**src/rtl/aesPkg.sv**
```systemverilog
`default_nettype none

package aesPkg;

	// Byte 0 is the most significant, bytes run down each column
	typedef logic [0:15][7:0] aesBlock;
	typedef logic [0:15][7:0] aesKey;
	typedef logic [3:0] roundIndex;

	localparam int numRounds = 10;

	localparam logic [0:255][7:0] sBox = {
		128'h637c777bf26b6fc53001672bfed7ab76,
		128'hca82c97dfa5947f0add4a2af9ca472c0,
		128'hb7fd9326363ff7cc34a5e5f171d83115,
		128'h04c723c31896059a071280e2eb27b275,
		128'h09832c1a1b6e5aa0523bd6b329e32f84,
		128'h53d100ed20fcb15b6acbbe394a4c58cf,
		128'hd0efaafb434d338545f9027f503c9fa8,
		128'h51a3408f929d38f5bcb6da2110fff3d2,
		128'hcd0c13ec5f974417c4a77e3d645d1973,
		128'h60814fdc222a908846eeb814de5e0bdb,
		128'he0323a0a4906245cc2d3ac629195e479,
		128'he7c8376d8dd54ea96c56f4ea657aae08,
		128'hba78252e1ca6b4c6e8dd741f4bbd8b8a,
		128'h703eb5664803f60e613557b986c11d9e,
		128'he1f8981169d98e949b1e87e9ce5528df,
		128'h8ca1890dbfe6426841992d0fb054bb16
	};

	localparam logic [0:255][7:0] invSBox = {
		128'h52096ad53036a538bf40a39e81f3d7fb,
		128'h7ce339829b2fff87348e4344c4dee9cb,
		128'h547b9432a6c2233dee4c950b42fac34e,
		128'h082ea16628d924b2765ba2496d8bd125,
		128'h72f8f66486689816d4a45ccc5d65b692,
		128'h6c704850fdedb9da5e154657a78d9d84,
		128'h90d8ab008cbcd30af7e45805b8b34506,
		128'hd02c1e8fca3f0f02c1afbd0301138a6b,
		128'h3a9111414f67dcea97f2cfcef0b4e673,
		128'h96ac7422e7ad3585e2f937e81c75df6e,
		128'h47f11a711d29c5896fb7620eaa18be1b,
		128'hfc563e4bc6d279209adbc0fe78cd5af4,
		128'h1fdda8338807c731b11210592780ec5f,
		128'h60517fa919b54a0d2de57a9f93c99cef,
		128'ha0e03b4dae2af5b0c8ebbb3c83539961,
		128'h172b047eba77d626e169146355210c7d
	};

	// Multiply by x modulo the AES polynomial
	function automatic logic [7:0] gfDouble(input logic [7:0] b);
		return {b[6:0], 1'b0} ^ (b[7] ? 8'h1b : 8'h00);
	endfunction

	function automatic aesBlock subBytes(input aesBlock s);
		aesBlock r;
		for (int i = 0; i < 16; i++)
		begin
			r[i] = sBox[s[i]];
		end
		return r;
	endfunction

	function automatic aesBlock invSubBytes(input aesBlock s);
		aesBlock r;
		for (int i = 0; i < 16; i++)
		begin
			r[i] = invSBox[s[i]];
		end
		return r;
	endfunction

	// Row n rotates left by n columns
	function automatic aesBlock shiftRows(input aesBlock s);
		aesBlock r;
		for (int c = 0; c < 4; c++)
		begin
			for (int row = 0; row < 4; row++)
			begin
				r[4 * c + row] = s[4 * ((c + row) % 4) + row];
			end
		end
		return r;
	endfunction

	function automatic aesBlock invShiftRows(input aesBlock s);
		aesBlock r;
		for (int c = 0; c < 4; c++)
		begin
			for (int row = 0; row < 4; row++)
			begin
				r[4 * c + row] = s[4 * ((c - row + 4) % 4) + row];
			end
		end
		return r;
	endfunction

	function automatic aesBlock mixColumns(input aesBlock s);
		aesBlock r;
		logic [7:0] a [4];
		logic [7:0] x2 [4];
		for (int c = 0; c < 4; c++)
		begin
			for (int i = 0; i < 4; i++)
			begin
				a[i] = s[4 * c + i];
				x2[i] = gfDouble(a[i]);
			end
			// 2*a0 ^ 3*a1 ^ a2 ^ a3, rotated per row
			for (int i = 0; i < 4; i++)
			begin
				r[4 * c + i] = x2[i] ^ x2[(i + 1) % 4] ^ a[(i + 1) % 4]
					^ a[(i + 2) % 4] ^ a[(i + 3) % 4];
			end
		end
		return r;
	endfunction

	function automatic aesBlock invMixColumns(input aesBlock s);
		aesBlock r;
		logic [7:0] a;
		logic [7:0] x2;
		logic [7:0] x4;
		logic [7:0] x8;
		logic [7:0] m9 [4];
		logic [7:0] m11 [4];
		logic [7:0] m13 [4];
		logic [7:0] m14 [4];
		for (int c = 0; c < 4; c++)
		begin
			for (int i = 0; i < 4; i++)
			begin
				a = s[4 * c + i];
				x2 = gfDouble(a);
				x4 = gfDouble(x2);
				x8 = gfDouble(x4);
				m9[i] = x8 ^ a;
				m11[i] = x8 ^ x2 ^ a;
				m13[i] = x8 ^ x4 ^ a;
				m14[i] = x8 ^ x4 ^ x2;
			end
			for (int i = 0; i < 4; i++)
			begin
				r[4 * c + i] = m14[i] ^ m11[(i + 1) % 4] ^ m13[(i + 2) % 4] ^ m9[(i + 3) % 4];
			end
		end
		return r;
	endfunction

	function automatic aesKey nextRoundKey(input aesKey k, input logic [7:0] rcon);
		aesKey r;
		logic [0:3][7:0] t;
		// RotWord and SubWord on the last word
		t[0] = sBox[k[13]] ^ rcon;
		t[1] = sBox[k[14]];
		t[2] = sBox[k[15]];
		t[3] = sBox[k[12]];
		r[0:3] = k[0:3] ^ t;
		r[4:7] = k[4:7] ^ r[0:3];
		r[8:11] = k[8:11] ^ r[4:7];
		r[12:15] = k[12:15] ^ r[8:11];
		return r;
	endfunction

endpackage

`default_nettype wire

```
**src/rtl/apbPkg.sv**
```systemverilog
`default_nettype none

package apbPkg;

	typedef logic [7:0] apbAddr;
	typedef logic [31:0] apbData;

	typedef struct packed {
		apbAddr paddr;
		logic psel;
		logic penable;
		logic pwrite;
		apbData pwdata;
	} apbReq;

	typedef struct packed {
		apbData prdata;
		logic pready;
		logic pslverr;
	} apbRsp;

	// Word 0 of each 128-bit value is its top 32 bits
	localparam apbAddr keyBase = 8'h00;
	localparam apbAddr dataBase = 8'h10;
	localparam apbAddr resultBase = 8'h20;
	localparam apbAddr ctrlAddr = 8'h30;
	localparam apbAddr statusAddr = 8'h34;

	localparam int ctrlStartBit = 0;
	localparam int ctrlDecryptBit = 1;
	localparam int statusBusyBit = 0;
	localparam int statusDoneBit = 1;

endpackage

`default_nettype wire

```
**src/rtl/aesApbRegs.sv**
```systemverilog
`timescale 1ns/10ps
`default_nettype none

module aesApbRegs (
	input logic clock,
	input logic reset,
	input apbPkg::apbReq apbReq,
	output apbPkg::apbRsp apbRsp,
	output logic start,
	output logic decrypt,
	output aesPkg::aesKey cipherKey,
	output aesPkg::aesBlock dataIn,
	input logic blockDone,
	input aesPkg::aesBlock dataOut,
	output logic done
);
	import apbPkg::*;
	import aesPkg::*;

	logic access;
	logic aligned;
	logic isKey;
	logic isData;
	logic isResult;
	logic isCtrl;
	logic isStatus;
	logic slvErr;
	logic writeOk;
	logic busy;
	logic [1:0] word;
	apbData readData;
	aesBlock resultReg;

	assign access = apbReq.psel & apbReq.penable;
	assign aligned = apbReq.paddr[1:0] == 2'b00;
	assign word = apbReq.paddr[3:2];

	assign isKey = aligned && apbReq.paddr[7:4] == keyBase[7:4];
	assign isData = aligned && apbReq.paddr[7:4] == dataBase[7:4];
	assign isResult = aligned && apbReq.paddr[7:4] == resultBase[7:4];
	assign isCtrl = apbReq.paddr == ctrlAddr;
	assign isStatus = apbReq.paddr == statusAddr;

	// Unmapped, read-only, or a write while a block is in flight
	assign slvErr = access && (!(isKey || isData || isResult || isCtrl || isStatus)
		|| (apbReq.pwrite && (isResult || isStatus || busy)));
	assign writeOk = access && apbReq.pwrite && !slvErr;

	always_comb
	begin
		readData = '0;
		if (isKey)
		begin
			readData = cipherKey[4 * word +: 4];
		end
		else if (isData)
		begin
			readData = dataIn[4 * word +: 4];
		end
		else if (isResult)
		begin
			readData = resultReg[4 * word +: 4];
		end
		else if (isCtrl)
		begin
			readData[ctrlDecryptBit] = decrypt;
		end
		else if (isStatus)
		begin
			readData[statusBusyBit] = busy;
			readData[statusDoneBit] = done;
		end
	end

	assign apbRsp = '{prdata: readData, pready: 1'b1, pslverr: slvErr};

	always_ff @(posedge clock)
	begin
		if (reset)
		begin
			start <= 1'b0;
			decrypt <= 1'b0;
			busy <= 1'b0;
			done <= 1'b0;
			resultReg <= '0;
		end
		else
		begin
			start <= writeOk && isCtrl && apbReq.pwdata[ctrlStartBit];
			if (writeOk && isCtrl)
			begin
				decrypt <= apbReq.pwdata[ctrlDecryptBit];
			end
			if (writeOk && isCtrl && apbReq.pwdata[ctrlStartBit])
			begin
				busy <= 1'b1;
				done <= 1'b0;
			end
			else if (blockDone)
			begin
				busy <= 1'b0;
				done <= 1'b1;
				resultReg <= dataOut;
			end
		end
	end

	always_ff @(posedge clock)
	begin
		if (writeOk && isKey)
		begin
			cipherKey[4 * word +: 4] <= apbReq.pwdata;
		end
		if (writeOk && isData)
		begin
			dataIn[4 * word +: 4] <= apbReq.pwdata;
		end
	end

endmodule

`default_nettype wire

```
**config.mk**
```make
export PLATFORM = sky130hd
export DESIGN_NAME = aesApbRegs
export DESIGN_NICKNAME = d
export VERILOG_FILES = /design/src/rtl/aesPkg.sv /design/src/rtl/apbPkg.sv /design/src/rtl/aesApbRegs.sv
export SDC_FILE = /design/constraint.sdc
export NUM_CORES = 1
export LEC_CHECK = 0
export ABC_AREA = 1
export BUFFER_PORTS_ARGS = -buffer_cell sky130_fd_sc_hd__buf_2
export CAP_MARGIN = 10
export CORE_ASPECT_RATIO = 0.9
export CORE_UTILIZATION = 40
export DETAILED_ROUTE_END_ITERATION = 8
export PLACE_DENSITY = 0.74
export SLEW_MARGIN = 40
export SYNTH_ARGS = -nofsm -noshare
export SYNTH_HDL_FRONTEND = slang
export SYNTH_SLANG_ARGS = --single-unit
```
**constraint.sdc**
```tcl
create_clock -name clock -period 3.1 [get_ports clock]
set_input_delay 0.31 -clock clock [delete_from_list [all_inputs] [get_ports clock]]
set_output_delay 0.31 -clock clock [all_outputs]
set_load 0.01 [all_outputs]
```
==> results.py <==
metrics = {
    "logic_synthesis": {
        "syn_area_mm2": 0.0170,
        "synthFlopType": "edfxtp_1",
        "synth_edf_count": 256,
        "synth_cell_types": 31,
        "synth_seq_cells": 388,
        "synth_seq_area_share_pct": 60.9,
        "yosysMostFrequentCell": "nand2_1",
        "synthArstFlopShare_pct": 0,
        "synth_top_area_share_pct": 45.3,
        "yosysTopAreaCell": "edfxtp_1",
        "synth_area_per_cell_um2": 8.84,
        "synthTopCellsByCount": "nand2_1, nor2_1, edfxtp_1",
        "synth_area_leaders": "edfxtp_1, dfxtp_1, nand2_1, nor2_1, inv_1",
        "syn_inst": 1918,
        "yosysWarnings": 0,
        "syn_nets": 2092,
    },
    "drt": {
        "first_pass_iters": 7,
        "avgRoutedWirePerCell_um": 20.7,
        "wl_um": 60500,
        "via_per_inst": 5.24,
        "postRouteAntennaNets": 0,
        "drt_iter0_markers": 1210,
        "drc": 0,
        "vias": 15400,
    },
    "global_route": {
        "first_global_vias": 14800,
        "grtUsageTotal_pct": 27.7,
        "grt_max_degree": 130,
        "antenna_found_initial": 6,
        "grt_remaining_overflow": 0,
        "grt_pass1_wl_um": 88600,
    },
    "timing": {
        "skew_ns": 0.0227,
        "setup_viol": 0,
        "slew_headroom_pct": 47.2,
        "tightest_slew_ns": 0.793,
        "max_freq_mhz": 387,
        "final_hold_viol_count": 0,
        "drv_slew": 0,
        "tns_ns": 0,
        "post-route-period-util_pct": 83.4,
        "min_period_ns": 2.58,
        "rsz0062_at_grt": "no",
    },
    "power_and_ir_drop": {
        "peakVddDrop_mv": 0.423,
        "leakagePower_nw": 9.06,
        "p_comb_share_pct": 8.1,
        "internal_power_w": 0.00895,
        "switchingPower_w": 0.00275,
        "seqPwrFrac_pct": 48.4,
        "switching_share_pct": 23.5,
        "clock_power_share_pct": 43.5,
        "powerDensity_mw_per_mm2": 549,
    },
    "setup_path": {
        "r2r_start": "busy$_SDFFE_PP0P_",
        "slowest_stage": "nor2_1",
        "cpPeakStageDelay_ns": 0.42,
        "cp-startpoint": "apbReq[36]",
        "crit_required_ns": 2.79,
        "cp-start-kind": "primary input",
        "critPathKind": "primary input to output port",
        "rrSetupSlack_ns": 1.22,
        "end_kind": "output port",
        "path_max_fanout": 14,
        "cp.arrival_ns": 2.27,
        "cp_cell_sequence": "buf_2 -> nor2_1 -> nand2_1 -> nor2_1 -> inv_1 -> nor2_4 -> buf_4 -> nand4_1 -> o21ai_1 -> inv_1 -> buf_2",
    },
    "clocking": {
        "cts_sinks": 388,
        "h-tree-depth": 2,
        "clockBufferDepth": 3,
        "clk-insertion-delay-late_ns": 0.56,
        "numCtsBuffers": 41,
        "root_buffer": "clkbuf_16",
        "clk_pin_slew_ns": 0.06,
        "cts_tree": "built",
    },
    "floorplan": {
        "coreArea_mm2": 0.0418,
        "num_rows": 71,
        "die_x_um": 219,
        "ios": 467,
        "die-area_mm2": 0.0432,
        "start_util_pct": 40.5,
        "die_height_um": 197,
    },
    "finish": {
        "drive_gt1_share_pct": 24.9,
        "fill_cells": 3881,
        "seq_area_mm2": 0.0103,
        "finish.utilization_pct": 50.9,
        "syn_to_final_growth_pct": 25.6,
        "num-nets-final": 2520,
        "multi_input_area_mm2": 0.00537,
    },
    "worst_hold_path": {
        "hold_class": "primary input to register",
        "hp-start": "dataOut[76]",
    },
    "status": {
        "status": "completed",
    },
    "placement": {
        "gp_congestion": 0.966,
        "io_buffers": 465,
        "hpwlAfterDp_um": 41800,
    },
    "flow_run": {
        "maxCapViolations": 0,
    },
}
[power groups by stage]
stage	sequential, W	combinational, W	clock [W]
floorplan	0.00576	0.000583	0
global placement	0.00577	0.000930	0
detailed placement	0.00577	0.000949	0
CTS	0.00566	0.000953	0.00515
global route	0.00567	0.00106	0.00533
finish	0.00566	0.000947	0.00509
[critical path, delay by kind of cell]
family / cells / cell delay [ns]
AND/OR/NAND/NOR: 5 / 1.09
buffers and inverters: 5 / 0.76
AO/OA/AOI/OAI: 1 / 0.10
[sequential cells by signal, indices dropped and copies added (netlist names)]
| name | count |
|---|---|
| cipherKey | 128 |
| dataIn | 128 |
| resultReg | 128 |
| busy | 1 |
| decrypt | 1 |
| done | 1 |
| start | 1 |
[stage by stage]
stage | setup WS (ns) | cell area [µm²] | hold WS (ns) | total power (W) | instances
floorplan | 0.114 | 17000 | 0.379 | 0.00634 | 1918
global placement | 0.339 | 19900 | 0.464 | 0.00670 | 2849
detailed placement | 0.410 | 19900 | 0.472 | 0.00672 | 2849
CTS | 0.583 | 21300 | 0.0496 | 0.0118 | 2925
global route | 0.352 | 21300 | 0.0901 | 0.0121 | 2929
finish | 0.515 | 21300 | 0.0783 | 0.0117 | 2929
[what timing repair did]
| item | 4_1_cts | 5_1_grt |
|---|---|---|
| gates resized for setup | 0 | 0 |
| hold buffers | 1 | 0 |
| buffers inserted | 0 | 0 |
| endpoints found under the hold margin | 2 | 0 |
[layout make-up]
type | count | area share (%)
inverters | 187 | 3.37
flip-flops and latches | 388 | 48.5
repair buffers | 503 | 13.2
well taps | 547 | 3.21
multi-input cells | 1225 | 25.2
clock inverters | 25 | 1.20
diodes | 4 | 0.0470
clock buffers | 50 | 5.32
[metal layers]
metal / GRT usage, % / vias up / part of all wire [%]
met1: 34.2 / 7309 / 38
met4: 14.2 / 4 / 4.9
met2: 45.8 / 825 / 48
met3: 5.84 / 130 / 9.2
li1: - / 7091 / -
met5: 0 / - / 0.051
[worst paths after layout]
check | endpoint | cells after the start
max | apbRsp[23] | 11
min | resultReg[76]$_SDFFE_PP0P_ | 5
max reg2reg | dataIn[115]$_DFFE_PP_ | 7
min reg2reg | resultReg[97]$_SDFFE_PP0P_ | 2
[cells by family (layout without fill, tap and decap cells)]
kind of cell / count (synthesis) / in the layout / synth area share (%)
AOI/OAI and AO/OA: 84 / 84 / 3.83
and+or+nand+nor: 1140 / 1140 / 27.3
other: 1 / 5 / 0.0221
DFF: 388 / 388 / 60.9
buffers and inverters: 305 / 765 / 7.95
[cells in the final DEF, fill, tap and decap left out, types with 3 or more instances in the layout]
master,n
dfxtp_1,132
nor2_4,10
buf_4,23
bufinv_16,5
clkinvlp_4,3
a21oi_1,4
clkbuf_8,3
inv_1,179
nand3_1,130
o21ai_0,4
inv_2,3
nand2_1,533
inv_4,4
inv_6,4
clkbuf_16,43
buf_2,464
buf_12,15
diode_2,4
o211ai_1,29
a22oi_1,11
edfxtp_1,256
a221oi_1,29
nand2_2,3
clkbuf_1,4
clkinv_2,4
clkinv_1,10
nand4_1,63
nor2_1,396
No activity file was read; power rests on OpenSTA's default activity.
